**src/include/erx_config.svh**
```systemverilog
`ifndef ERX_CONFIG_SVH
`define ERX_CONFIG_SVH

// Chip ID, a write to this ID in dstaddr[31:20] is a read response
`define ERX_ID 12'h800

// Queue sizing
`define ERX_FIFO_AW 4          // log2 of FIFO depth
`define ERX_PFULL_MARGIN 4     // Free slots left at prog_full

// Register bus
`define ERX_MI_AW 4            // Register address width
`define ERX_REG_CFG 0          // Enable and remap mode
`define ERX_REG_SEL 1          // Remap select mask
`define ERX_REG_PAT 2          // Remap pattern

`endif

```
**src/logic/erx_pkg.sv**
```systemverilog
`default_nettype none

package erx_pkg;

   typedef logic [31:0] addr_t;      // Mesh address
   typedef logic [31:0] data_t;      // Mesh data word
   typedef logic [3:0]  ctrlmode_t;
   typedef logic [1:0]  datamode_t;
   typedef logic [11:0] chipid_t;    // Upper address field
   typedef logic [7:0]  frame_t;     // Parallel frame bits
   typedef logic [63:0] beat_t;      // Parallel data bits

   // 104-bit mesh packet, spare sits at the old access bit
   typedef struct packed
   {
      addr_t     srcaddr;   // 103:72
      data_t     data;      // 71:40
      addr_t     dstaddr;   // 39:8
      ctrlmode_t ctrlmode;  // 7:4
      datamode_t datamode;  // 3:2
      logic      write;     // 1
      logic      spare;     // 0, always low
   } emesh_packet_t;

   // Codes 2 and 3 behave as NONE
   typedef enum logic [1:0]
   {
      REMAP_NONE   = 2'b00,
      REMAP_STATIC = 2'b01
   } remap_mode_e;

   typedef enum logic [0:0]
   {
      IDLE  = 1'b0,  // Waiting for beat 0
      BEAT1 = 1'b1   // Beat 0 latched
   } proto_state_e;

   typedef struct packed
   {
      logic        rx_enable;
      remap_mode_e remap_mode;
      chipid_t     remap_sel;      // Bits to replace
      chipid_t     remap_pattern;  // Replacement bits
   } erx_cfg_t;

endpackage

`default_nettype wire

```
**src/logic/erx_remap.sv**
```systemverilog
`timescale 1ns/1ps
`default_nettype none

`include "erx_config.svh"

module erx_remap
(
   input  logic                    rx_lclk_div4,
   input  logic                    rst_n,
   input  erx_pkg::remap_mode_e    remap_mode,
   input  erx_pkg::chipid_t        remap_sel,
   input  erx_pkg::chipid_t        remap_pattern,
   input  logic                    in_access,
   input  erx_pkg::emesh_packet_t  in_packet,
   output logic                    out_access,
   output erx_pkg::emesh_packet_t  out_packet
);

   import erx_pkg::*;

   chipid_t dst_id;
   chipid_t static_id;
   logic    is_rr;      // Read response, no remap
   logic    do_remap;

   assign dst_id    = in_packet.dstaddr[31:20];
   assign is_rr     = in_packet.write && (dst_id == `ERX_ID);
   assign do_remap  = (remap_mode == REMAP_STATIC) && !is_rr;
   assign static_id = (dst_id & ~remap_sel) | (remap_pattern & remap_sel);  // Masked replace

   always_ff @(posedge rx_lclk_div4 or negedge rst_n)
   begin
      if (!rst_n)
         out_access <= 1'b0;
      else
         out_access <= in_access;
   end

   // Payload stage
   always_ff @(posedge rx_lclk_div4)
   begin
      out_packet <= in_packet;
      if (do_remap)
         out_packet.dstaddr[31:20] <= static_id;
   end

endmodule

`default_nettype wire

```
**config.mk**
```make
export PLATFORM = sky130hd
export DESIGN_NAME = erx_remap
export DESIGN_NICKNAME = d
export VERILOG_FILES = /design/src/logic/erx_pkg.sv /design/src/logic/erx_remap.sv
export VERILOG_INCLUDE_DIRS = /design/src /design/src/include
export SDC_FILE = /design/constraint.sdc
export NUM_CORES = 1
export LEC_CHECK = 0
export ABC_AREA = 0
export BUFFER_PORTS_ARGS = -buffer_cell sky130_fd_sc_hd__clkbuf_2
export CAP_MARGIN = 25
export CORE_AREA = 2 2 91 93
export CTS_BUF_LIST = sky130_fd_sc_hd__clkbuf_4 sky130_fd_sc_hd__clkbuf_8 sky130_fd_sc_hd__clkbuf_16
export CTS_CLUSTER_DIAMETER = 100
export DETAILED_ROUTE_END_ITERATION = 8
export DIE_AREA = 0 0 93 95
export GPL_TIMING_DRIVEN = 0
export PLACE_DENSITY_LB_ADDON = 0.15
export SYNTH_ARGS = -nofsm -noshare
export SYNTH_HDL_FRONTEND = slang
export SYNTH_SLANG_ARGS = --single-unit
```
**constraint.sdc**
```tcl
create_clock -name rx_lclk_div4 -period 0.8 [get_ports rx_lclk_div4]
set_input_delay 0.12 -clock rx_lclk_div4 [delete_from_list [all_inputs] [get_ports rx_lclk_div4]]
set_output_delay 0.12 -clock rx_lclk_div4 [all_outputs]
set_load 0.01 [all_outputs]
```
==> flow_summary.toml <==
[outcome]
status = "finished with violations"
violations = "negative setup slack"

[final_layout]
syn_to_final_growth_pct = 126
diodes = 0
num-fill-cells = 568
ff_latch_area_um2 = 2180
nNetsFinal = 630
multi_input_area_um2 = 299
drive_above_1_share_pct = 63.9

[floorplanning]
die-area_um2 = 8840
row_count = 33
start_util_pct = 30.3
die_h_um = 95
io_pins = 238
fp.coreArea_um2 = 7930
die_w_um = 93

[setup_path]
path_class = "flip-flop to output pin"
path_buf_inv = 1
critPathTopFamily = "flip-flops"
endpoint_kind = "output pin"
cp_slowest_cell = "dfrtp_1"
path_cells = "clkbuf_2"
cp-start-kind = "flip-flop"
crit_arrival_ps = 880
cp.required_ps = 680
max_stage_delay_ps = 390
crit_fanout = 1

[drt]
vias = 2524
highest_layer = "met4"
routed-wl-met3_um = 787
vias_per_cell = 4.16
wire_per_inst_um = 16.0
detail-route-antenna-nets = 0
wl_met1_um = 3150
routed_wl_um = 9740
drt_pass1_iterations = 4
drcViolationCount = 0
drtIter0Drc = 41
wl_met2_um = 5600

[synthesis]
synth_edf_count = 0
synthTopCellsByArea = "dfxtp_1 87%, o2bb2ai_1 2.2%, nand3_1 1.7%"
ys_types = 19
ys_warn_count = 0
synthFlopType = "dfxtp_1"
seq_area_frac_synth_pct = 87.8
netlist_area_um2 = 2400
async_reset_ff_share_pct = 0.952
yosysTopAreaCellShare_pct = 86.7
avgSynthCellArea_um2 = 16.2
yosys-top-cells-count = "104 x dfxtp_1, 8 x nand3_1, 6 x nand2_1, 6 x o2bb2ai_1"
syn_nets = 281
synth_seq_cells = 105
syn_inst = 148
synth_top_area_cell = "dfxtp_1"
synth_most_common_cell = "dfxtp_1"

[sta]
timing.setup.tns_ps = -12370
slew-limit-headroom_pct = 81.2
drv_slew = 0
max_freq_mhz = 1000
setup_violations = 108
tightest_slew_ps = 280
rsz0062_at_grt = "true"
setup_ws_ps = -196
post-route-min-period_ps = 996
hold_violations = 0
fin_crit_sh_pct = 124

[global_routing]
grt_pass1_wl_um = 12400
grt_max_degree = 19
grt_overflow = 0
grtUsageTotal_pct = 18.8
grt_pass1_vias = 2510
antenna_found_initial = 0

[run]
max-cap-violations = 0

[clock_network]
htreeDepth = 3
clockRootBuffer = "clkbuf_8"
cts_num_sinks = 105
clk_path_buf_depth = 2
cts_buffers = 9
path_clk_slew_ps = 100
cts_tree = "yes"

[pwr]
p_per_area_nw_per_um2 = 1950
power.total_uw = 10600
irDropWorstVdd_uv = 837
power.leakage_uw = 0.00262

[min_path]
hp-class = "input pin to flip-flop"

[placement]
pre_cts_ws_ps = -441
dp_hpwl_um = 5600
port-buffer-count = 237
gp_congestion = 0.778
==> through the flow <==
step	hold slack [ps]	instance area, um^2	std cells	util [%]
2_1_floorplan	-176	2430	148	-
3_3_place_gp	-105	3750	490	47.3
3_5_place_dp	-104	3750	490	47.3
4_1_cts	4.24	5010	607	63.2
5_1_grt	10.2	5430	607	68.5
6_report	13.0	5430	607	68.5
==> power breakdown <==
| group | internal, uW | total [uW] | switching (uW) |
|---|---|---|---|
| Combinational | 993 | 1560 | 565 |
| Clock | 1520 | 3340 | 1810 |
| Sequential | 5550 | 5670 | 119 |
| Total | 8070 | 10600 | 2500 |
==> sequential cells by signal, indices dropped and copies added (netlist names) <==
register and cells:
out_access 1, out_packet 104
==> layout by cell type, fill, tap and decap left out, types with 6 or more instances in the layout <==
cell type	synthesis	final
dfxtp_1	104	45
clkbuf_8	0	9
buf_2	2	45
buf_6	0	59
clkbuf_2	0	133
nand2_1	6	6
nand3_1	8	8
o2bb2ai_1	6	6
dlygate4sd3_1	0	101
dfxtp_2	0	59
==> cell families (layout without fill, tap and decap cells) <==
group                  count (synthesis)  count (layout)  synth area share (%)
AO/OA/AOI/OAI                         18              18                  6.20
AND/OR/NAND/NOR                       21              21                  5.16
flip-flops                           105             105                  87.8
buffers and inverters                  4             358                 0.886
==> layer usage <==
layer,vias up,track usage [%]
li1,1196,-
met1,1161,17.2
met2,151,37.8
met3,16,7.26
met4,0,5.88
met5,-,0
==> area by class of cell <==
type,count,share of cell area (%)
Sequential cell,105,40.2
Clock buffer,10,2.42
Multi-Input combinational cell,39,5.51
Clock inverter,6,1.36
Buffer,3,0.507
Inverter,1,0.0691
Timing Repair Buffer,338,47.6
Tap cell,105,2.42
==> path summary, 6_finish.rpt <==
| path | startpoint | endpoint | cells after the start |
|---|---|---|---|
| worst min-delay path | remap_pattern[0] | out_packet[28] | 3 |
| max in group asynchronous | rst_n | out_access | 2 |
| worst max-delay path | out_access | out_access | 1 |
| min in group asynchronous | rst_n | out_access | 2 |
==> what timing repair did <==
action                                  in CTS  in global routing
hold buffers                               101                  0
pin swaps                                    1                  1
resized for setup                           12                213
endpoints found under the setup margin     109                110
endpoints found under the hold margin      100                  0
buffers inserted                             0                  0
Note: power is estimated with default switching activity, not from simulation.
