<file path="src/include/erx_config.svh">
`ifndef ERX_CONFIG_SVH
`define ERX_CONFIG_SVH

// Chip ID, a write to this ID in dstaddr[31:20] is a read response
`define ERX_ID 12'h800

// Queue sizing
`define ERX_FIFO_AW 4          // log2 of FIFO depth
`define ERX_PFULL_MARGIN 4     // Free slots left at prog_full

// Register bus
`define ERX_MI_AW 4            // Register address width
`define ERX_REG_CFG 0          // Enable and remap mode
`define ERX_REG_SEL 1          // Remap select mask
`define ERX_REG_PAT 2          // Remap pattern

`endif

</file>
<file path="src/logic/erx_pkg.sv">
`default_nettype none

package erx_pkg;

   typedef logic [31:0] addr_t;      // Mesh address
   typedef logic [31:0] data_t;      // Mesh data word
   typedef logic [3:0]  ctrlmode_t;
   typedef logic [1:0]  datamode_t;
   typedef logic [11:0] chipid_t;    // Upper address field
   typedef logic [7:0]  frame_t;     // Parallel frame bits
   typedef logic [63:0] beat_t;      // Parallel data bits

   // 104-bit mesh packet, spare sits at the old access bit
   typedef struct packed
   {
      addr_t     srcaddr;   // 103:72
      data_t     data;      // 71:40
      addr_t     dstaddr;   // 39:8
      ctrlmode_t ctrlmode;  // 7:4
      datamode_t datamode;  // 3:2
      logic      write;     // 1
      logic      spare;     // 0, always low
   } emesh_packet_t;

   // Codes 2 and 3 behave as NONE
   typedef enum logic [1:0]
   {
      REMAP_NONE   = 2'b00,
      REMAP_STATIC = 2'b01
   } remap_mode_e;

   typedef enum logic [0:0]
   {
      IDLE  = 1'b0,  // Waiting for beat 0
      BEAT1 = 1'b1   // Beat 0 latched
   } proto_state_e;

   typedef struct packed
   {
      logic        rx_enable;
      remap_mode_e remap_mode;
      chipid_t     remap_sel;      // Bits to replace
      chipid_t     remap_pattern;  // Replacement bits
   } erx_cfg_t;

endpackage

`default_nettype wire

</file>
<file path="src/logic/erx_protocol.sv">
`timescale 1ns/1ps
`default_nettype none

module erx_protocol
(
   input  logic                    rx_lclk_div4,
   input  logic                    rst_n,
   input  logic                    rx_enable,
   input  erx_pkg::frame_t         frame_par,
   input  erx_pkg::beat_t          data_par,
   output logic                    access,
   output erx_pkg::emesh_packet_t  packet
);

   import erx_pkg::*;

   proto_state_e state;
   logic         frame_on;     // Frame bits all ones
   ctrlmode_t    b0_ctrlmode;  // Beat 0 fields
   datamode_t    b0_datamode;
   logic         b0_write;
   addr_t        b0_dstaddr;

   assign frame_on = (frame_par == '1);

   // Frame FSM and access pulse
   always_ff @(posedge rx_lclk_div4 or negedge rst_n)
   begin
      if (!rst_n)
      begin
         state  <= IDLE;
         access <= 1'b0;
      end
      else
      begin
         access <= 1'b0;                     // One-cycle pulse
         case (state)
            IDLE:
            begin
               if (rx_enable && frame_on)
                  state <= BEAT1;            // Beat 0 seen
            end
            BEAT1:
            begin
               access <= rx_enable && frame_on;  // Anything else aborts
               state  <= IDLE;
            end
            default:
               state <= IDLE;
         endcase
      end
   end

   // Beat 0 capture, control byte and dstaddr
   always_ff @(posedge rx_lclk_div4)
   begin
      if (state == IDLE && frame_on)
      begin
         b0_ctrlmode <= data_par[63:60];
         b0_datamode <= data_par[59:58];
         b0_write    <= data_par[57];       // Bit 56 reserved
         b0_dstaddr  <= data_par[55:24];
      end
   end

   // Packet assembled on the beat 1 edge
   always_ff @(posedge rx_lclk_div4)
   begin
      if (state == BEAT1)
      begin
         packet.srcaddr  <= data_par[31:0];
         packet.data     <= data_par[63:32];
         packet.dstaddr  <= b0_dstaddr;
         packet.ctrlmode <= b0_ctrlmode;
         packet.datamode <= b0_datamode;
         packet.write    <= b0_write;
         packet.spare    <= 1'b0;
      end
   end

endmodule

`default_nettype wire

</file>
<file path="config.mk">
export PLATFORM = sky130hd
export DESIGN_NAME = erx_protocol
export DESIGN_NICKNAME = d
export VERILOG_FILES = /design/src/include/erx_config.svh /design/src/logic/erx_pkg.sv /design/src/logic/erx_protocol.sv
export SDC_FILE = /design/constraint.sdc
export NUM_CORES = 1
export LEC_CHECK = 0
export BUFFER_PORTS_ARGS = -buffer_cell sky130_fd_sc_hd__buf_2
export CAP_MARGIN = 20
export CORE_UTILIZATION = 50
export DETAILED_ROUTE_END_ITERATION = 16
export GPL_TIMING_DRIVEN = 0
export PLACE_DENSITY = 0.85
export SETUP_SLACK_MARGIN = 0.4
export SLEW_MARGIN = 20
export SYNTH_ARGS = -nofsm -noshare
export SYNTH_HDL_FRONTEND = slang
export SYNTH_SLANG_ARGS = --single-unit
</file>
<file path="constraint.sdc">
create_clock -name rx_lclk_div4 -period 12.3 [get_ports rx_lclk_div4]
set_input_delay 1.845 -clock rx_lclk_div4 [delete_from_list [all_inputs] [get_ports rx_lclk_div4]]
set_output_delay 1.845 -clock rx_lclk_div4 [all_outputs]
set_load 0.01 [all_outputs]
</file>
==> impl_results.md <==
* Reg2Reg Setup Slack at 10290 ps
* Cts bufs inserted at 17
* Critical R2R Capture: b0_dstaddr[11]$_DFFE_PP_
* Worst path buffer plus inverter count at 1
* GRT Residual Overflow at 0
* Ant. Diodes at 0
* RSZ-0062 raised after global routing: no
* Initial antenna violation count at 0
* Syn avg cell area at 28.8 um^2
* Crit. End Element: output port
* Arr. time, crit path at 1050 ps
* Area grow syn2layout at 37.8%
* First-pass GRT wire length at 11100 um
* Clock slew at reported path FFs at 70 ps
* Final setup violation count at 0
* Root Driver: clkbuf_8
* IO Pins at 180
* DR vias/cell at 4.71
* Fin Setup TNS at 0 ps
* Slew margin rel. at 0.537
* Startpoint type of the worst setup path: flop
* Routed len/inst at 16.9 um
* Post-synth cell types at 9
* Peak VDD IR at 0.106 mV
* Largest cells by area after synthesis: edfxtp_1, dfrtp_1, nor4b_2, nand4_2, nor3_1
* Cell area after synthesis at 4370 um^2
* Post-CTS sizing at 0
* Largest net degree at the start of global routing at 55
* Core Region at 8340 um^2
* Max-cap violations at 0
* Final Skew at 10.8 ps
* Delay-heaviest family, CP: flip-flops
* Synth area leader: edfxtp_1
* Initial core utilization at 0.524
* Clk_lat worst skew at 500 ps
* Cell Chain, Critical Path: buf_2
* Crit Path Category: flop to output port
* CTS H-tree depth at 4
* Drt pass-1 iters at 4
* WP data required at 10450 ps
* Num Clock Sinks at 144
* Design Area, Final at 6030 um^2
* Synth top area share at 0.975
* Seq/Total Area, Yosys at 0.987
* HP Class: flop to flop
* Die X at 95.5 um
* Routed Antenna Nets at 0
* Final nets at 429
* Yosys reg bits at 144
* DIE HEIGHT at 95.5 um
* Maximum clock frequency at 0.345 GHz
* Final period utilization at 0.236
* Vias in the first global route at 2165
* Syn Nets at 227
* R2R cell count at 3
* Post-CTS Hold Buffers at 0
* CP startpoint: packet[102]$_DFFE_PP_
* Hold Crit Depth at 0
* Final min period at 2900 ps
* Pleak at 2.32 nW
* Core Rows at 33
* # fillers at 520
* Final Hold Fails at 0
* Status: finished clean
* TritonCTS clock tree: yes
* Post-CTS Setup Inserts at 0
* Worst Hold Path EP: packet[4]$_DFFE_PP_
* Slew @ Worst Pin at 695 ps
* Pwr Density at 170 nW/um^2
* Count of input and output buffers at 178
* Crit Reg-Reg Startpoint: state$_DFF_PN0_
* Max FO, Critical Path at 1
* Placed cell areas at 5470 um^2
* Final slew viol count at 0
* Die area at 9120 um^2
* Via count at 2223
* Hold Crit Start: b0_ctrlmode[0]$_DFFE_PP_
* CP max stage cell: edfxtp_1
* Routed WL at 7960 um
* DP Wirelength at 5630 um
* CTS max path bufs at 2
* Ys Warns at 0
* CP peak stage delay at 390 ps
* Iteration-0 DRC count of the detailed router at 86
* Placed cell count at 440
* Share of layout cells above drive strength 1 at 0.597
* DRC at 0
* Finished Layout Cells at 472
* Gpl congestion at 0.716
* Overall routing resource usage at 0.178
* Cell count after synthesis at 152
## metrics by stage
step	hold slack (ps)	worst slack (ps)	utilization	total power [W]
4_1_cts	414	9370	0.723	0.00104
3_3_place_gp	401	4720	0.647	0.000563
2_1_floorplan	400	7090	-	0.000550
6_report	411	9400	0.723	0.00103
5_1_grt	417	9330	0.723	0.00106
3_5_place_dp	405	9000	0.655	0.000564
## metal layers
layer	vias up	wire, um	GRT usage
li1	1030	-	-
met4	0	87	0.0684
met5	-	0	0
met2	119	4270	0.314
met3	6	653	0.0750
met1	1068	2960	0.189
## cells in the mapped netlist
cell type,instances
edfxtp_1,142
dfrtp_1,2
nor3_1,2
buf_4,1
conb_1,1
nand2_1,1
nand4_1,1
nand4_2,1
nor4b_2,1
## registers in the layout (all words and copies together), names as in the netlist
signal,flops
b0_datamode,2
state,1
packet,103
b0_ctrlmode,4
b0_write,1
access,1
b0_dstaddr,32
## report_power, final
group	switching (W)	total [W]	internal (W)	leakage [nW]
Clock	0.000198	0.000473	0.000275	0.263
Sequential	0.000000360	0.000538	0.000538	1.30
Combinational	0.00000666	0.0000156	0.00000899	0.753
Total	0.000205	0.00103	0.000821	2.32
## final cells by class
type | instances | area [um^2] | area share
timing repair buffer | 183 | 952 | 0.158
clock buffer | 18 | 418 | 0.0693
tap | 105 | 131 | 0.0218
clock inverter | 14 | 144 | 0.0239
sequential | 144 | 4320 | 0.716
multi-input combinational | 7 | 56.3 | 0.00934
buffer | 1 | 7.51 | 0.00125
## how the worst max path moves through the flow
| stage | to | slack (ps) | cells after the start |
|---|---|---|---|
| 2_1_floorplan | b0_ctrlmode[0]$_DFFE_PP_ | 7090 | 1 |
| 3_3_place_gp | b0_dstaddr[11]$_DFFE_PP_ | 4720 | 1 |
| 3_5_place_dp | b0_dstaddr[16]$_DFFE_PP_ | 9000 | 5 |
| 4_1_cts | packet[71] | 9370 | 1 |
| 5_1_grt | packet[102] | 9330 | 1 |
| 6_report | packet[102] | 9400 | 1 |
## cells by family (layout without fill, tap and decap cells)
family        count (synthesis)  count (layout)  synth area share
buf+inv                       1             216           0.00172
flops                       144             144             0.987
other cells                   1               1          0.000858
simple gates                  6               6            0.0109
## placed cells by master (no fill, tap or decap), types with 2 or more instances in the layout
master      Yosys  layout
edfxtp_1      142     142
clkinv_4        0       2
inv_8           0       2
clkinvlp_4      0       4
clkbuf_16       0      16
buf_4           1       4
buf_2           0     178
inv_6           0       5
Note: power is estimated with default switching activity, not from simulation.
