<file path="config.mk">
export PLATFORM = sky130hd
export DESIGN_NAME = erx_fifo
export DESIGN_NICKNAME = d
export VERILOG_FILES = /design/src/logic/erx_pkg.sv /design/src/logic/erx_fifo.sv
export VERILOG_INCLUDE_DIRS = /design/src /design/src/include
export SDC_FILE = /design/constraint.sdc
export NUM_CORES = 2
export LEC_CHECK = 0
export BUFFER_PORTS_ARGS = -buffer_cell sky130_fd_sc_hd__buf_4
export CORE_ASPECT_RATIO = 1.2
export CORE_MARGIN = 1.5
export CORE_UTILIZATION = 55
export DETAILED_ROUTE_END_ITERATION = 10
export PLACE_DENSITY = 0.7
export SYNTH_ARGS = -nofsm -noshare
export SYNTH_HDL_FRONTEND = slang
export SYNTH_SLANG_ARGS = --single-unit
</file>
<file path="constraint.sdc">
create_clock -name rx_lclk_div4 -period 19.1 [get_ports rx_lclk_div4]
set_clock_uncertainty 0.15 [all_clocks]
set_input_delay 2.865 -clock rx_lclk_div4 [delete_from_list [all_inputs] [get_ports rx_lclk_div4]]
set_output_delay 2.865 -clock rx_lclk_div4 [all_outputs]
set_load 0.03 [all_outputs]
</file>
<file path="src/include/erx_config.svh">
`ifndef ERX_CONFIG_SVH
`define ERX_CONFIG_SVH

// Chip ID, a write to this ID in dstaddr[31:20] is a read response
`define ERX_ID 12'h800

// Queue sizing
`define ERX_FIFO_AW 4          // log2 of FIFO depth
`define ERX_PFULL_MARGIN 4     // Free slots left at prog_full

// Register bus
`define ERX_MI_AW 4            // Register address width
`define ERX_REG_CFG 0          // Enable and remap mode
`define ERX_REG_SEL 1          // Remap select mask
`define ERX_REG_PAT 2          // Remap pattern

`endif

</file>
<file path="src/logic/erx_pkg.sv">
`default_nettype none

package erx_pkg;

   typedef logic [31:0] addr_t;      // Mesh address
   typedef logic [31:0] data_t;      // Mesh data word
   typedef logic [3:0]  ctrlmode_t;
   typedef logic [1:0]  datamode_t;
   typedef logic [11:0] chipid_t;    // Upper address field
   typedef logic [7:0]  frame_t;     // Parallel frame bits
   typedef logic [63:0] beat_t;      // Parallel data bits

   // 104-bit mesh packet, spare sits at the old access bit
   typedef struct packed
   {
      addr_t     srcaddr;   // 103:72
      data_t     data;      // 71:40
      addr_t     dstaddr;   // 39:8
      ctrlmode_t ctrlmode;  // 7:4
      datamode_t datamode;  // 3:2
      logic      write;     // 1
      logic      spare;     // 0, always low
   } emesh_packet_t;

   // Codes 2 and 3 behave as NONE
   typedef enum logic [1:0]
   {
      REMAP_NONE   = 2'b00,
      REMAP_STATIC = 2'b01
   } remap_mode_e;

   typedef enum logic [0:0]
   {
      IDLE  = 1'b0,  // Waiting for beat 0
      BEAT1 = 1'b1   // Beat 0 latched
   } proto_state_e;

   typedef struct packed
   {
      logic        rx_enable;
      remap_mode_e remap_mode;
      chipid_t     remap_sel;      // Bits to replace
      chipid_t     remap_pattern;  // Replacement bits
   } erx_cfg_t;

endpackage

`default_nettype wire

</file>
<file path="src/logic/erx_fifo.sv">
`timescale 1ns/1ps
`default_nettype none

`include "erx_config.svh"

module erx_fifo
(
   input  logic                    rx_lclk_div4,
   input  logic                    rst_n,
   input  logic                    push,
   input  erx_pkg::emesh_packet_t  din,
   input  logic                    wait_in,
   output logic                    access,
   output erx_pkg::emesh_packet_t  dout,
   output logic                    prog_full
);

   import erx_pkg::*;

   localparam int AW = `ERX_FIFO_AW;
   localparam logic [AW:0] DEPTH = (AW+1)'(2**AW);
   localparam logic [AW:0] PFULL_LVL = DEPTH - (AW+1)'(`ERX_PFULL_MARGIN);

   emesh_packet_t mem [2**AW];
   logic [AW-1:0] wr_ptr;
   logic [AW-1:0] rd_ptr;
   logic [AW:0]   count;     // RAM plus output register
   logic [AW:0]   ram_cnt;
   logic          do_push;
   logic          pop;
   logic          load;

   assign pop       = access && !wait_in;        // Consumed this edge
   assign do_push   = push && (count != DEPTH);  // Full drops the push
   assign ram_cnt   = count - {{AW{1'b0}}, access};
   assign load      = (ram_cnt != '0) && (!access || pop);
   assign prog_full = (count >= PFULL_LVL);

   // Storage
   always_ff @(posedge rx_lclk_div4)
   begin
      if (do_push)
         mem[wr_ptr] <= din;
      if (load)
         dout <= mem[rd_ptr];  // Show-ahead output register
   end

   // Pointers, occupancy and output valid
   always_ff @(posedge rx_lclk_div4 or negedge rst_n)
   begin
      if (!rst_n)
      begin
         wr_ptr <= '0;
         rd_ptr <= '0;
         count  <= '0;
         access <= 1'b0;
      end
      else
      begin
         if (do_push)
            wr_ptr <= wr_ptr + 1'b1;
         if (load)
            rd_ptr <= rd_ptr + 1'b1;
         case ({do_push, pop})
            2'b10:   count <= count + 1'b1;
            2'b01:   count <= count - 1'b1;
            default: count <= count;
         endcase
         if (load)
            access <= 1'b1;
         else if (pop)
            access <= 1'b0;  // Drained
      end
   end

endmodule

`default_nettype wire

</file>
==> impl_results.md <==
- Status: completed
- FF+latch area: 53500 um2
- Crit path DAT: 6.10 ns
- Detailed-route DRC error count: 0
- Met2 Track Usage GR: 0.403
- GRT Util Overall: 0.239
- Design area: 76300 um2
- P_leak: about 0.025 uW
- Post-CTS sizing: 0
- Ratio of cells with drive above 1 in the final layout: 0.228
- DRT antenna net count: 0
- R2r setup slk: 13.93 ns
- Crit path capture type: flip-flop
- Pin count of the biggest net entering global routing: approximately 150
- Per-cell routed wire length: 28.9 um
- Seq cells post-synth: 1782
- GR Util met1: 0.329
- Worst-Margin Slew: 1.34 ns
- Overflow after GRT: 0
- TritonCTS clock tree: yes
- Post-CTS Setup Inserts: 0
- # hold bufs at CTS: 0
- Ys Warns: 0
- H-tree depth: 4
- GRT met3 Usage: 0.0375
- Max-Cap Viols: 0
- Peak supply drop: 0.127 mV
- CTS Sinks: around 1800
- IO Count: 214
- Final hold violations: 0
- Filler Cells Inserted: 8372
- DRT Pass-1 Iters: 5
- Multi-input logic area: ~14000 um2
- Critical path origin: push
- GRT busiest layer: met2
- Syn_nets: 3305
- Clock transition at path regs: 0.06 ns
- Hold Crit Class: reg -> reg
- Worst r2r src: rd_ptr[0]$_DFFE_PN0P_
- Seq/Total Area, Yosys: 0.784
- Worst EP required: 19.34 ns
- Unrepaired setup endpoints after global routing: no
- Crit path kind: in -> reg
- Effective utilization at floorplan: 0.554
- Total Wirelength: 150000 um
- Cell area after placement: 71300 um2
- F_max: 171 MHz
- Ant. Diodes: 0
- DRT iter0 DRCs: 3575
- Clk Latency, worst-skew pair: 0.78 ns
- Mapped Area: slightly below 70000 um2
- Crit path launch type: input port
- Slew Limit Headroom: 0.104
- Drt via density: 6.26
- Die area: between 100000 and 150000 um2
- CTS buffer count: 162
- Chip height: 389 um
- Std-Cell Rows: 141
- Post-DP HPWL: 77400 um
- Slew Limit Fails: 0
- Critical path fanouts, max: 55
- Layout Nets: 3558
- Synth Area per Inst: 21.4 um2
- CP endpoint: mem[6][46]$_DFFE_PP_
- Final GP Congestion: 0.757
- Initial antenna violation count: 6
- Die X: 324 um
- I/O Buffers: 213
- # setup viols final: 0
- Worst R2R End: dout[45]$_DFFE_PP_
- Core Area: 123000 um2
- Mapped Cells: 3188
- Cell Pwr Density: ~150 nW/um2
- Clk root buf: clkbuf_16
- Period utilisation layout: 0.307
- Via count: between 30000 and 40000
- R2R cell count: 6
- Yosys cell types: 37
- Vias in the first global route: 33700
- Area Growth Syn to Fin: 11.9%
- Minimum clock period: 5.86 ns
- Setup_tns: 0 ns
- First-pass GRT wire length: approximately 220000 um
- CTS Buffer Depth: 3
## power by group
group / internal [uW] / switching (uW) / total (uW)
Sequential: 4890 / 261 / 5150
Clock: 1740 / 1340 / 3080
Combinational: 1310 / 2160 / 3470
Total: 7940 / 3760 / 11700
## synthesized netlist by cell type, drive strengths merged
cell | n | area share
a21o | 1 | 0.00011
a21oi | 3 | 0.00022
a221oi | 208 | 0.036
a22oi | 104 | 0.011
a31oi | 1 | 0.00018
a32oi | 3 | 0.00039
and2 | 1 | 0.00013
and3b | 2 | 0.00026
buf | 116 | 0.014
clkbuf | 62 | 0.0036
dfrtp | 14 | 0.0051
edfxtp | 1768 | 0.78
ha | 9 | 0.0017
inv | 8 | 0.00044
mux2 | 2 | 0.00033
mux2i | 416 | 0.061
mux4 | 208 | 0.069
nand2 | 112 | 0.0062
nand2b | 2 | 0.00018
nand3 | 1 | 0.000073
nand4 | 2 | 0.00018
nor2 | 15 | 0.00083
nor2b | 4 | 0.00037
nor3 | 4 | 0.00029
o21ai | 107 | 0.0079
o31ai | 1 | 0.00011
xnor2 | 7 | 0.00090
xor2 | 7 | 0.00090
## cell type report
| class | instances | area share |
|---|---|---|
| flip-flops and latches | 1782 | 0.701 |
| clock inverters | 69 | 0.00733 |
| repair buffers | 267 | 0.0274 |
| multi-input cells | 1220 | 0.179 |
| clock buffers | 215 | 0.0581 |
| well taps | 1644 | 0.0270 |
| inverters | 8 | 0.000459 |
## critical path, stage by stage
cell and delay, ns:
buf_4 0.08, inv_1 0.04, a31oi_2 0.43, nand2_1 0.34, nor2_4 0.67, buf_4 0.68, buf_4 0.89
## worst min-delay path by stage
stage                         startpoint                    to  slack [ns]  cells past startpoint
CTS                 count[4]$_DFFE_PN0P_  count[4]$_DFFE_PN0P_        0.41                      1
global route        count[4]$_DFFE_PN0P_  count[4]$_DFFE_PN0P_        0.42                      1
detailed placement  count[4]$_DFFE_PN0P_  count[4]$_DFFE_PN0P_        0.40                      1
finish              count[4]$_DFFE_PN0P_  count[4]$_DFFE_PN0P_        0.41                      1
floorplan           count[4]$_DFFE_PN0P_  count[4]$_DFFE_PN0P_        0.35                      1
global placement    count[0]$_DFFE_PN0P_  count[0]$_DFFE_PN0P_        0.38                      1
## logic make-up after synthesis
family,Yosys count,synth area share
buf+inv,186,0.0178
flops,1782,0.784
xor+xnor,14,0.00180
mux,626,0.130
compound gates,428,0.0565
simple gates,143,0.00848
fa+ha+maj,9,0.00165
## per-layer routing
| layer | part of all wire | up-vias | wire (um) |
|---|---|---|---|
| met4 | 0.021 | 10 | 3100 |
| met1 | 0.40 | 17200 | 60100 |
| li1 | - | 13900 | - |
| met5 | 0.00042 | - | 63 |
| met2 | 0.51 | 1270 | 76500 |
| met3 | 0.070 | 226 | 10500 |
## cells in the final DEF, fill, tap and decap left out, drive strengths merged
master	instances
a21o	1
a21oi	3
a221oi	208
a22oi	104
a31oi	1
a32oi	3
and2	1
and3b	2
buf	267
bufinv	9
clkbuf	215
clkinv	53
clkinvlp	4
dfrtp	14
edfxtp	1768
ha	9
inv	11
mux2	2
mux2i	416
mux4	208
nand2	112
nand2b	2
nand3	1
nand4	2
nor2	15
nor2b	4
nor3	4
o21ai	107
o31ai	1
xnor2	7
xor2	7
## per-stage QoR
stage          power [uW]  hold WS, ns   util  cells  setup slack (ns)
3_5_place_dp         8730        0.395  0.579   4921             12.40
3_3_place_gp         8650        0.378  0.579   4921             12.50
5_1_grt             12200        0.421  0.620   5205             13.06
2_1_floorplan        7690        0.351      -   3188              7.80
4_1_cts             11800        0.407  0.620   5205             13.22
6_report            11700        0.411  0.620   5205             13.24
## registers in the layout, indices dropped and copies added, names as in the netlist
signal	count
wr_ptr	4
count	5
dout	104
mem	1664
access	1
rd_ptr	4
Power figures use the tool's default switching activity.
