## src/include/erx_config.svh

```systemverilog
`ifndef ERX_CONFIG_SVH
`define ERX_CONFIG_SVH

// Chip ID, a write to this ID in dstaddr[31:20] is a read response
`define ERX_ID 12'h800

// Queue sizing
`define ERX_FIFO_AW 4          // log2 of FIFO depth
`define ERX_PFULL_MARGIN 4     // Free slots left at prog_full

// Register bus
`define ERX_MI_AW 4            // Register address width
`define ERX_REG_CFG 0          // Enable and remap mode
`define ERX_REG_SEL 1          // Remap select mask
`define ERX_REG_PAT 2          // Remap pattern

`endif

```

## src/logic/erx_pkg.sv

```systemverilog
`default_nettype none

package erx_pkg;

   typedef logic [31:0] addr_t;      // Mesh address
   typedef logic [31:0] data_t;      // Mesh data word
   typedef logic [3:0]  ctrlmode_t;
   typedef logic [1:0]  datamode_t;
   typedef logic [11:0] chipid_t;    // Upper address field
   typedef logic [7:0]  frame_t;     // Parallel frame bits
   typedef logic [63:0] beat_t;      // Parallel data bits

   // 104-bit mesh packet, spare sits at the old access bit
   typedef struct packed
   {
      addr_t     srcaddr;   // 103:72
      data_t     data;      // 71:40
      addr_t     dstaddr;   // 39:8
      ctrlmode_t ctrlmode;  // 7:4
      datamode_t datamode;  // 3:2
      logic      write;     // 1
      logic      spare;     // 0, always low
   } emesh_packet_t;

   // Codes 2 and 3 behave as NONE
   typedef enum logic [1:0]
   {
      REMAP_NONE   = 2'b00,
      REMAP_STATIC = 2'b01
   } remap_mode_e;

   typedef enum logic [0:0]
   {
      IDLE  = 1'b0,  // Waiting for beat 0
      BEAT1 = 1'b1   // Beat 0 latched
   } proto_state_e;

   typedef struct packed
   {
      logic        rx_enable;
      remap_mode_e remap_mode;
      chipid_t     remap_sel;      // Bits to replace
      chipid_t     remap_pattern;  // Replacement bits
   } erx_cfg_t;

endpackage

`default_nettype wire

```

## src/logic/erx_cfg.sv

```systemverilog
`timescale 1ns/1ps
`default_nettype none

`include "erx_config.svh"

module erx_cfg
(
   input  logic                    rx_lclk_div4,
   input  logic                    rst_n,
   input  logic                    mi_en,
   input  logic                    mi_we,
   input  logic [`ERX_MI_AW-1:0]   mi_addr,
   input  erx_pkg::data_t          mi_din,
   output erx_pkg::data_t          mi_dout,
   output erx_pkg::erx_cfg_t       cfg
);

   import erx_pkg::*;

   logic  wr_cfg;
   logic  wr_sel;
   logic  wr_pat;
   logic  rd_en;
   data_t rd_data;

   // Address decode
   assign wr_cfg = mi_en && mi_we && (mi_addr == `ERX_MI_AW'(`ERX_REG_CFG));
   assign wr_sel = mi_en && mi_we && (mi_addr == `ERX_MI_AW'(`ERX_REG_SEL));
   assign wr_pat = mi_en && mi_we && (mi_addr == `ERX_MI_AW'(`ERX_REG_PAT));
   assign rd_en  = mi_en && !mi_we;

   // Setting registers
   always_ff @(posedge rx_lclk_div4 or negedge rst_n)
   begin
      if (!rst_n)
      begin
         cfg.rx_enable     <= 1'b1;        // Receiver on out of reset
         cfg.remap_mode    <= REMAP_NONE;
         cfg.remap_sel     <= '0;
         cfg.remap_pattern <= '0;
      end
      else
      begin
         if (wr_cfg)
         begin
            cfg.rx_enable  <= mi_din[0];
            cfg.remap_mode <= remap_mode_e'(mi_din[2:1]);
         end
         if (wr_sel)
            cfg.remap_sel <= mi_din[11:0];     // Mask
         if (wr_pat)
            cfg.remap_pattern <= mi_din[11:0]; // Pattern
      end
   end

   // Readback select, unmapped reads 0
   always_comb
   begin
      case (mi_addr)
         `ERX_MI_AW'(`ERX_REG_CFG): rd_data = data_t'({cfg.remap_mode, cfg.rx_enable});
         `ERX_MI_AW'(`ERX_REG_SEL): rd_data = data_t'(cfg.remap_sel);
         `ERX_MI_AW'(`ERX_REG_PAT): rd_data = data_t'(cfg.remap_pattern);
         default:                   rd_data = '0;
      endcase
   end

   // Registered readback, valid cycle after read
   always_ff @(posedge rx_lclk_div4 or negedge rst_n)
   begin
      if (!rst_n)
         mi_dout <= '0;
      else if (rd_en)
         mi_dout <= rd_data;
   end

endmodule

`default_nettype wire

```

## config.mk

```make
export PLATFORM = sky130hd
export DESIGN_NAME = erx_cfg
export DESIGN_NICKNAME = d
export VERILOG_FILES = /design/src/logic/erx_pkg.sv /design/src/logic/erx_cfg.sv
export VERILOG_INCLUDE_DIRS = /design/src /design/src/include
export SDC_FILE = /design/constraint.sdc
export NUM_CORES = 1
export LEC_CHECK = 0
export BUFFER_PORTS_ARGS = -buffer_cell sky130_fd_sc_hd__buf_2
export CAP_MARGIN = 20
export CORE_MARGIN = 10
export CORE_UTILIZATION = 35
export DETAILED_ROUTE_END_ITERATION = 6
export PLACE_DENSITY = 0.64
export SYNTH_ARGS = -nofsm -noshare
export SYNTH_HDL_FRONTEND = slang
export SYNTH_SLANG_ARGS = --single-unit
```

## constraint.sdc

```tcl
create_clock -name rx_lclk_div4 -period 0.9 [get_ports rx_lclk_div4]
set_input_delay 0.045 -clock rx_lclk_div4 [delete_from_list [all_inputs] [get_ports rx_lclk_div4]]
set_output_delay 0.045 -clock rx_lclk_div4 [all_outputs]
set_load 0.01 [all_outputs]
```

==> results of run 1 <==
## repair_timing
| item | in CTS | in global routing |
|---|---|---|
| hold endpoints to repair | 44 | 1 |
| pin swaps | 1 | 1 |
| setup endpoints to repair | 16 | 59 |
| buffers inserted | 0 | 0 |
| cloned | 1 | 0 |
| resized for setup | 16 | 18 |
| hold buffers | 5 | 1 |
## cell families (layout without fill, tap and decap cells)
logic type / count (synthesis) / count (layout) / synth area share (%)
other: 1 / 20 / 0.201
AOI/OAI and AO/OA: 22 / 23 / 8.65
DFF: 39 / 39 / 52.4
buffers and inverters: 26 / 86 / 11.1
muxes: 30 / 30 / 19.9
and+or+nand+nor: 22 / 22 / 7.78
## final cells by class
class                           count  area, sq um
Clock buffer                        5         68.8
Clock inverter                      3         67.6
Fill cell                         469         2500
Multi-Input combinational cell     95          852
Sequential cell                    39          977
Tap cell                           70         87.6
Timing Repair Buffer               78          584
## how the worst max path moves through the flow
stage                              startpoint                     end  slack (ps)  cells past startpoint
after floorplan                    mi_addr[0]     cfg[12]$_DFFE_PN0P_        -190                      6
after global placement                  mi_we  mi_dout[0]$_DFFE_PN0P_        -300                      4
after detailed placement                mi_we  mi_dout[1]$_DFFE_PN0P_        -350                      4
after CTS                 cfg[26]$_DFFE_PN1P_                 cfg[26]        -170                      2
after global routing      cfg[13]$_DFFE_PN0P_  mi_dout[1]$_DFFE_PN0P_        -220                      3
final                     cfg[13]$_DFFE_PN0P_  mi_dout[1]$_DFFE_PN0P_        -170                      3
## state kept, by name, indices dropped and copies added, names as in the netlist
| signal | cells |
|---|---|
| mi_dout | 12 |
| cfg | 27 |
## cell usage in the layout (no fill, tap or decap)
| master | synthesis | layout |
|---|---|---|
| sky130_fd_sc_hd__nand2_2 | 0 | 1 |
| sky130_fd_sc_hd__mux2i_1 | 3 | 3 |
| sky130_fd_sc_hd__clkinvlp_4 | 0 | 1 |
| sky130_fd_sc_hd__nor3_1 | 3 | 3 |
| sky130_fd_sc_hd__bufinv_16 | 0 | 2 |
| sky130_fd_sc_hd__and2b_1 | 1 | 1 |
| sky130_fd_sc_hd__nor3b_2 | 1 | 1 |
| sky130_fd_sc_hd__clkbuf_8 | 0 | 5 |
| sky130_fd_sc_hd__a21o_4 | 1 | 2 |
| sky130_fd_sc_hd__o21ai_2 | 0 | 5 |
| sky130_fd_sc_hd__or4b_4 | 1 | 1 |
| sky130_fd_sc_hd__nand2b_1 | 1 | 1 |
| sky130_fd_sc_hd__and4bb_4 | 0 | 1 |
| sky130_fd_sc_hd__buf_2 | 0 | 43 |
| sky130_fd_sc_hd__buf_4 | 21 | 7 |
| sky130_fd_sc_hd__o21ai_1 | 9 | 4 |
| sky130_fd_sc_hd__dfrtp_1 | 38 | 38 |
| sky130_fd_sc_hd__dfstp_2 | 1 | 1 |
| sky130_fd_sc_hd__a221o_2 | 3 | 3 |
| sky130_fd_sc_hd__conb_1 | 1 | 20 |
| sky130_fd_sc_hd__mux2_4 | 10 | 21 |
| sky130_fd_sc_hd__nor2b_4 | 1 | 1 |
| sky130_fd_sc_hd__mux2_2 | 17 | 6 |
| sky130_fd_sc_hd__a22oi_1 | 9 | 9 |
| sky130_fd_sc_hd__nand2_1 | 10 | 9 |
| sky130_fd_sc_hd__dlygate4sd3_1 | 0 | 6 |
| sky130_fd_sc_hd__nand2_8 | 0 | 2 |
| sky130_fd_sc_hd__nor2_1 | 1 | 1 |
| sky130_fd_sc_hd__buf_6 | 4 | 21 |
| sky130_fd_sc_hd__buf_12 | 0 | 1 |
## report_power, final
group | total [W] | switching (W) | internal (W) | leakage [nW]
sequential | 0.00224 | 0.000219 | 0.00202 | 0.509
clock | 0.00172 | 0.000614 | 0.00111 | 0.0644
combinational | 0.00135 | 0.000556 | 0.000795 | 0.793
total | 0.00531 | 0.00139 | 0.00392 | 1.37
## layer usage
layer / vias up / GRT usage, %
met2: 58 / 18.5
met1: 641 / 13.4
met5: - / 0
li1: 614 / -
met3: 4 / 5.84
met4: 0 / 2.31
## stage by stage
step	cells	setup slack, ps
CTS	289	-167
detailed placement	275	-350
floorplan	159	-187
global route	290	-222
global placement	275	-300
finish	290	-168
==> impl_summary.md, run 1 <==
Yosys
Yosys attributes the largest share of cell area to sky130_fd_sc_hd__dfrtp_1, sky130_fd_sc_hd__mux2_2, sky130_fd_sc_hd__buf_4. The sequential fraction of the synthesis area is roughly 52%. During synthesis, Yosys emitted a total of 0 warnings. Synthesis instantiated 23 different standard cells from the library. The synthesized design contains 0 enable-type register cells. In the synthesized netlist the dominant register cell turns out to be sky130_fd_sc_hd__dfrtp_1.

Synthesis produced a netlist whose cell count is 140. The synthesized netlist occupies a cell area of 1870 sq um. The mean instance size in the synthesized netlist is about 13 sq um. The cell accounting for the most synthesized area is sky130_fd_sc_hd__dfrtp_1.

The post-synthesis register bit count is 39. Of the post-synthesis cell area, the dominant cell type holds 51.0%. Counting flops with an async set or reset pin after synthesis yields a share of 100%. Among all cell types in the netlist, the one instantiated most often is sky130_fd_sc_hd__dfrtp_1. Counting instances in the post-synthesis netlist gives the leading cell types as sky130_fd_sc_hd__dfrtp_1, sky130_fd_sc_hd__buf_4, sky130_fd_sc_hd__mux2_2, sky130_fd_sc_hd__mux2_4, sky130_fd_sc_hd__nand2_1.

Detailed routing
The first detailed-routing pass took 4 iterations. Signal routing reaches up to met4. The detail route stage leaves a number of antenna-violating nets equal to 0. Detailed routing placed a total of between 2000 and 2500 microns of wire on met2. Summing over every cut layer, the via total after detailed routing is 1317. The sum of met3 wire segment lengths after detailed routing is 464 microns. In the routed design, unresolved DRC markers number 0.

After the first detailed-routing iteration, the DRC count stood at 28. The aggregate routed wire length is approximately 5000 microns. The average wire per cell in the routed design is around 17 microns.

The detailed-routing wirelength on met1 is around 2000 microns. Dividing the detail-routed via count by the number of cells gives 4.54.

Global routing
The total overflow left after global routing is 0. The via count of the first global-routing pass was about 1.5k. The first global-routing pass estimated approximately 8000 microns of wire. The global-route total usage across every layer is between 10% and 20%. The number of antenna violations at the first check in global routing is 0. Entering global routing, the biggest net connects 19 pins.

Clock network
The clock sink count is 39. The CTS clock-pin slew for the worst setup and hold paths is approximately 80 ps. The TritonCTS clock tree is built. The root buffer cell is sky130_fd_sc_hd__clkbuf_8. The maximum count of clock buffers along a single path is 2. The H-tree generated during clock tree synthesis spans 2 levels. The later pin in the worst-skew pair is clocked with a latency of roughly 280 ps. Counting the buffers created by CTS gives 5.

Timing
Setup repair after global routing could not meet its margin everywhere. Between clock sinks in the finished design, the worst skew comes to approximately 4.4 ps. After layout, the minimum clock period comes to about 1100 ps. Setup violations remaining at the end of the flow were counted as 9. The achievable frequency is between 900 and 1000 MHz. The number of endpoints with negative hold slack in the final report came to 0. The final worst slack is -168 ps. The final count of pins violating max slew is 0. The total negative slack for setup checks is -851 ps. Of the available clock period, the critical path in the final layout requires 119%. The smallest hold slack is 6.15 ps.

Finish
The cell area after layout is between 2000 and 3000 sq um. The antenna diode instance count is 0. The fraction of final layout cells with drive strength greater than 1 is 56.8%.

The final standard cell utilization of the core is 51.3%. The net count of the finished layout is approximately 260. Compared with the post-synthesis result, the final layout area differs by 41.4%.

Pwr
The worst-case vdd ir drop is 1.25 mV. The total power of the final layout is between 0.005 and 0.006 W. The analysis attributes to cell leakage a power of between 1 and 1.5 nW. Power spread over the standard cell area amounts to a little over 2000 nW/um^2.

Worst setup path
Counting cells, the worst reg-to-reg path comes to 3. In this run the critical register-to-register path is launched from cfg[13]$_DFFE_PN0P_. The maximum fanout along the worst path is 2. The worst setup path is of the reg2reg kind.

The gate family responsible for the most delay along the worst path is flip-flops. In this run the critical register-to-register path is captured at mi_dout[1]$_DFFE_PN0P_. The required time at the worst-slack endpoint is around 1100 ps. Setup slack on the worst reg-to-reg path comes out at -170 ps.

The critical path goes through mux2i_1 > nor3_1 > a221o_2. The largest single stage delay on the critical path is ~400 ps. For the worst setup path, the data arrival time is ~1200 ps.

The kind of launch point of the worst setup path is a register. The kind of capture point of the worst setup path is a register. The library cell contributing the largest single delay on the critical path is sky130_fd_sc_hd__dfrtp_1. The critical path contains buffers and inverters numbering 0 combined.

Placed design
Buffers placed on the I/O ports in this run total 58. The placement-stage cell area is 2260 sq um. Routability-driven placement finished with a final weighted congestion of about 0.75. The HPWL after detailed placement is 3620 microns.

Die
The core region is roughly 5100 sq um. The die covers about 8600 sq um. Measured along the x axis, the die boundary spans 93.0 microns. For this configuration, the core starts out at a cell density of roughly 36%. The cell row count is 26. just under 100 I/O pins were placed.

The height of the die is approximately 93 microns.

Hold path
The hold path endpoint is cfg[3]$_DFFE_PN0P_. The startpoint identified for the worst hold timing path is mi_din[3]. The worst hold path depth is 2. The worst hold path belongs to the class in2reg.

Job
The number of max-cap violations is 0.

Run status
The flow ran to the end, but the final reports show violations. The checks that failed: negative setup slack.
No activity file was read; power rests on OpenSTA's default activity.
==> run 2, diff against run 1 <==
--- a/config.mk
+++ b/config.mk
@@ -9,9 +9,11 @@
 export BUFFER_PORTS_ARGS = -buffer_cell sky130_fd_sc_hd__buf_2
 export CAP_MARGIN = 20
 export CORE_MARGIN = 10
-export CORE_UTILIZATION = 35
+export CORE_UTILIZATION = 40
 export DETAILED_ROUTE_END_ITERATION = 6
-export PLACE_DENSITY = 0.64
+export MAX_ROUTING_LAYER = met4
+export PLACE_DENSITY = 0.72
+export REMOVE_ABC_BUFFERS = 1
 export SYNTH_ARGS = -nofsm -noshare
 export SYNTH_HDL_FRONTEND = slang
 export SYNTH_SLANG_ARGS = --single-unit
==> impl_summary.md, run 2 (synthesized netlist as in run 1, its figures left out) <==
Run status
The run finished, with violations left. The final reports fail on negative setup slack.

Detailed routing
The violation count after the first detailed-route iteration is 118. The first detailed-routing pass took 4 iterations. The total number of vias is 1362. After detailed routing, the number of remaining DRC violations is 0. Dividing the detail-routed wire length by the instance count gives 17.9 microns. Once detail routing completed, the nets flagged for antenna violations numbered 0.

After detailed routing, the total wire length is 4960 microns. The mean number of vias per cell is 4.92.

Timing
The worst setup skew after layout is 6.36 ps. The final critical-path share of the clock period is 120%. Setup repair after global routing could not meet its margin everywhere. The final count of pins violating max slew came to 0. The routed design could run at a clock period as short as 1080 ps. The achievable frequency is roughly 900 MHz. Setup violations remaining at the end of the flow were counted as 10. The number of endpoints with negative hold slack in the final report is 0. After routing, the total negative slack on setup checks comes to -892 ps. After layout, the worst setup slack is -179 ps.

Placed design
The count of input and output buffers is 58. The HPWL after detailed placement is around 3600 microns. The congestion estimate from routability-driven global placement came to around 0.83.

Hold path
The min-delay analysis places its worst path in the category in2reg.

Finish
The area growth from synthesis to layout is 40.1%. The final-layout fill cell count is 358. The flip-flop count of the largest register after layout is 27.

In the final layout, the registers with the most flip-flops are cfg: 27 flops, mi_dout: 12 flops. In the final design database the tool counted 264 nets. 0 antenna diodes ended up in the layout. The most common library cell in the layout ignoring fill and taps is sky130_fd_sc_hd__buf_2. The fraction of final layout cells with drive strength greater than 1 is between 50% and 60%. In the layout the commonest cells are sky130_fd_sc_hd__buf_2, sky130_fd_sc_hd__dfrtp_1, sky130_fd_sc_hd__conb_1.

Ranked by flip-flop count, first place goes to cfg. The final standard cell utilization of the core is roughly three fifths.

Clock network
The maximum count of clock buffers along a single path is 2. The CTS buffer count is 5. The root buffer cell is sky130_fd_sc_hd__clkbuf_8. The clock latency on the worst-skew pair is approximately 290 ps. The clock drives 39 sinks. The maximum level of the CTS H-tree is 2. After clock tree synthesis, the clock-pin slew on the worst setup and hold paths is ~80 ps. The TritonCTS clock tree is built.

Global routing
Entering global routing, the biggest net connects 15 pins. The number of antenna violations at the first check in global routing is 0. The met1 track demand over resource in global routing is about 15%.

The wire length of the first global-routing pass is around 7400 microns. The via count of the first global-routing pass is about 1.4k. For this run the aggregate overflow at the end of global routing stands at 0. For this run, global-route usage on met2 was measured as around 20%. The global-route total usage across every layer is between 10% and 20%.

The global routing stage identified its most utilized layer as met2. For this run, global-route usage on met3 was measured as between 4 and 5%.

Die
The height of the die is slightly below 90 microns. The floorplan has 24 rows. In this run the horizontal extent of the chip is just under 90 microns. The die covers approximately 7800 sq um. The placeable core area is about 4400 sq um. During I/O placement, the number of pins put on the boundary was just under 100. The effective utilization at floorplan is a little over two fifths.

Worst setup path
The worst setup path is of the reg2reg kind. The kind of launch point of the worst setup path is a register. At the worst endpoint, the required time is 1080 ps. The kind of capture point of the worst setup path is a register. The data arrival time of the critical path is about 1300 ps.

The maximum fanout along the worst path is 2.

Pwr
The worst-case IR drop observed on VDD is between 1 and 1.5 mV. Summed over all cells, the static leakage comes to roughly 1.4 nW. Dividing total power by cell area gives a power density of between 2000 and 2500 nW/um^2.

Job
The number of max-cap violations is 0.
run 2: per-layer routing:
layer	part of all wire, %	routed length, microns
met1	42	2090
met2	49	2450
met3	8.0	394
met4	0.40	20
met5	0	0
run 2: report_power, final:
group	leakage (nW)	internal, W	switching [W]
clock network	0.0654	0.00111	0.000612
registers	0.509	0.00202	0.000223
logic	0.793	0.000771	0.000572
total	1.37	0.00390	0.00141
run 2: worst max-delay path, stage by stage, from the launching register on:
cell	delay (ps)
sky130_fd_sc_hd__dfrtp_1	410
sky130_fd_sc_hd__mux2i_2	210
sky130_fd_sc_hd__nor3_2	60
sky130_fd_sc_hd__a221o_2	290
run 2: timing repair:
action | in CTS | in global routing
setup endpoints to repair | 18 | 44
buffers inserted | 0 | 1
cloned | 1 | 0
resized for setup | 14 | 25
hold endpoints to repair | 51 | 0
pin swaps | 0 | 10
hold buffers | 9 | 0
run 2: stage by stage:
stage	worst slack (ps)	std cells	power (W)	hold slack, ps	cell area, sq um
after floorplan	-146	133	0.00275	-251	1730
after global placement	-307	258	0.00332	-44.2	2200
after detailed placement	-337	258	0.00335	-44.8	2200
after CTS	-160	276	0.00521	15.6	2490
after global routing	-219	277	0.00552	19.0	2610
final	-179	277	0.00531	20.7	2610
run 2: cell type report:
cell class | instances | area (sq um) | area share (%)
Tap cell | 52 | 65.1 | 2.49
Timing Repair Buffer | 83 | 604 | 23.1
Multi-Input combinational cell | 95 | 835 | 31.9
Clock buffer | 6 | 72.6 | 2.78
Clock inverter | 2 | 60.1 | 2.30
Sequential cell | 39 | 977 | 37.4
run 2: path summary, 6_finish.rpt:
path	from	endpoint	slack (ps)	cells after the start
worst max register to register	cfg[25]$_DFFE_PN0P_	mi_dout[2]$_DFFE_PN0P_	-180	3
min in group asynchronous	rst_n	mi_dout[3]$_DFFE_PN0P_	170	2
worst min register to register	mi_dout[10]$_DFFE_PN0P_	mi_dout[10]$_DFFE_PN0P_	490	2
worst min-delay path	mi_din[1]	cfg[1]$_DFFE_PN0P_	20	2
max in group asynchronous	rst_n	cfg[21]$_DFFE_PN0P_	280	3
worst max-delay path	cfg[25]$_DFFE_PN0P_	mi_dout[2]$_DFFE_PN0P_	-180	3
==> run 3, diff against run 2 <==
--- a/config.mk
+++ b/config.mk
@@ -11,9 +11,9 @@
 export CORE_MARGIN = 10
 export CORE_UTILIZATION = 40
 export DETAILED_ROUTE_END_ITERATION = 6
-export MAX_ROUTING_LAYER = met4
 export PLACE_DENSITY = 0.72
 export REMOVE_ABC_BUFFERS = 1
+export SLEW_MARGIN = 10
 export SYNTH_ARGS = -nofsm -noshare
 export SYNTH_HDL_FRONTEND = slang
 export SYNTH_SLANG_ARGS = --single-unit
==> impl_summary.md, run 3 (synthesized netlist as in run 1, its figures left out) <==
Worst setup path
The maximum fanout along the worst path is 2. In this run the worst setup path begins at cfg[25]$_DFFE_PN0P_. The worst reg-to-reg setup slack is -170 ps. The endpoint of the most critical register-to-register path is mi_dout[2]$_DFFE_PN0P_.

Broken down by cell family, the worst path's largest delay share belongs to flip-flops. Counting both buffers and inverters, the worst setup path holds a total of 0. The delay of the slowest cell on the worst path is 410 ps. The library cell contributing the largest single delay on the critical path is sky130_fd_sc_hd__dfrtp_1. STA puts the critical path data required time at 1080 ps. The kind of capture point of the worst setup path is a register. The critical path goes through mux2i_2 > nor3_2 > a221o_2. The launching point of the worst reg2reg path is cfg[25]$_DFFE_PN0P_. The worst setup path is launched from a register. The type of the setup path with the least slack is reg2reg. The data arrival time of the critical path is 1250 ps.

The cell count of the worst reg-to-reg path is 3.

Detailed routing
In this run the top signal layer used is met4. The mean number of vias per cell is ~5. The detailed-routing wirelength on met1 is approximately 2000 microns. Wire segments on met3 add up to ~500 microns in the final route. The number of remaining DRC errors is 0. The aggregate routed wire length is around 5000 microns. The first detailed-routing pass took 4 iterations. The remaining number of nets flagged by the antenna check after routing is 0. The average wire per cell in the routed design is 18.0 microns.

The total number of vias is around 1.4k. The violation count after the first detailed-route iteration is 94. Detailed routing placed a total of between 2000 and 2500 microns of wire on met2.

Pwr
The leakage power of the design is about 1.4 nW. The design draws ~0.0053 W. The total power density per cell area is roughly 2000 nW/um^2. The worst-case vdd ir drop is about 1.0 mV.

Finish
The repair_antennas step left the layout with diodes totalling 0. Leaving out fill and tap cells, the most frequent cell in the layout is sky130_fd_sc_hd__buf_2. Once layout is complete, the utilization of the core stands at between 50% and 60%.

The final-layout fill cell count is 356. Leaving out fill and tap cells, the most frequent cells in the layout are sky130_fd_sc_hd__buf_2, sky130_fd_sc_hd__dfrtp_1, sky130_fd_sc_hd__buf_6. The area overhead of the layout relative to synthesis is 40.8%. The net count of the finished layout is about 260. The largest registers in the layout are cfg: 27 flops, mi_dout: 12 flops. The top register by number of flip-flops is cfg.

In the final layout, the share of cells above drive strength 1 is between 50% and 60%. The flip-flop count of the largest register after layout is 27.

Placed design
The global placer's final weighted congestion is between 0.8 and 0.9. The HPWL after detailed placement is approximately 3600 microns. Port buffering added 58 buffers.

Clock network
The TritonCTS clock tree is built. The CTS buffer count is 5. The maximum count of clock buffers along a single path is 2. The clock reaches the later pin of the worst-skew pair after between 200 and 300 ps. The root buffer cell chosen for the clock tree is sky130_fd_sc_hd__clkbuf_8. Clock-pin slew was measured on the worst setup and hold paths at about 80 ps. For this design, the sink count on the clock tree is 39. The H-tree was split into 2 levels.

Die
The placeable core area is about 4400 sq um. Measured along the x axis, the die boundary spans slightly below 90 microns. The height of the die is 88.3 microns. The effective utilization at floorplan is between 40% and 50%. 99 I/O pins were placed. The area of the die is just under 8000 sq um.

Row generation in the floorplan step produced 24 rows.

Hold path
The path class of the tightest hold or removal check is in2reg. Counting instances, the worst hold path has a depth of 2. The worst hold path begins at mi_din[1]. The path with the worst hold slack has its endpoint at cfg[1]$_DFFE_PN0P_.

Run status
The run finished, with violations left. The checks that failed: negative setup slack.

Timing
Based on the critical path, the design can be clocked at up to roughly 930 MHz. After layout, the minimum clock period comes to 1070 ps. Setup violations remaining at the end of the flow were counted as 9. After layout, the worst setup slack is -175 ps. The number of endpoints with negative hold slack in the final report is 0.

The worst setup skew after layout is 6.96 ps. The final critical-path share of the clock period is 119%. Setup repair after global routing could not meet its margin everywhere.

For the final routed database, the setup TNS stands at -870 ps. The final count of pins violating max slew is 0.

Job
The number of max-cap violations is 0.

Global routing
Entering global routing, the biggest net connects 15 pins. The wire length of the first global-routing pass is roughly 7400 microns. The global-route total usage across every layer is 12.2%. The number of antenna violations at the first check in global routing is 0. The via count of the first global-routing pass is around 1.4k. The total congestion overflow is 0.
## run 3: cell counts in the layout (fill, tap and decap cells not counted)
Identical to the previous run, type by type.
## run 3: per-stage QoR
step	instance area (sq um)	setup slack (ps)	hold slack [ps]	std cells
global route	2630	-219	19.0	277
CTS	2490	-160	15.6	276
global placement	2200	-307	-44.2	258
finish	2630	-175	23.2	277
detailed placement	2200	-337	-44.8	258
floorplan	1730	-146	-251	133
## run 3: how the worst max path moves through the flow
| stage | cells past startpoint | endpoint | slack (ps) |
|---|---|---|---|
| finish | 3 | mi_dout[2]$_DFFE_PN0P_ | -170 |
| global route | 3 | mi_dout[2]$_DFFE_PN0P_ | -220 |
| CTS | 2 | cfg[26] | -160 |
| detailed placement | 4 | mi_dout[0]$_DFFE_PN0P_ | -340 |
| global placement | 4 | mi_dout[1]$_DFFE_PN0P_ | -310 |
| floorplan | 3 | mi_dout[0]$_DFFE_PN0P_ | -150 |
## run 3: repair_timing
item | CTS | global route
pin swaps | 0 | 10
buffers inserted | 0 | 1
endpoints found under the setup margin | 18 | 44
resized for setup | 14 | 27
hold buffers | 9 | 0
endpoints found under the hold margin | 51 | 0
gates cloned | 1 | 0
## run 3: final cells by class
class | instances | area [sq um] | area share, %
clock buffer | 6 | 72.6 | 2.76
multi-input combinational | 95 | 835 | 31.8
timing repair buffer | 83 | 617 | 23.5
sequential | 39 | 977 | 37.2
tap | 52 | 65.1 | 2.48
clock inverter | 2 | 60.1 | 2.29
## run 3: worst register-to-register path: stages, from the launching register on
cell,delay [ps]
sky130_fd_sc_hd__dfrtp_1,410
sky130_fd_sc_hd__mux2i_2,210
sky130_fd_sc_hd__nor3_2,60
sky130_fd_sc_hd__a221o_2,290
## run 3: power by group
part	internal (W)	switching, W	leakage [nW]
combinational	0.000791	0.000571	0.796
clock	0.00111	0.000610	0.0654
sequential	0.00202	0.000228	0.509
total	0.00392	0.00141	1.37
## run 3: routing by layer
layer | GRT usage [%] | vias to the layer above
met5 | 0 | -
met4 | 2.64 | 0
met3 | 5.79 | 2
met2 | 20.2 | 67
met1 | 14.2 | 672
li1 | - | 624
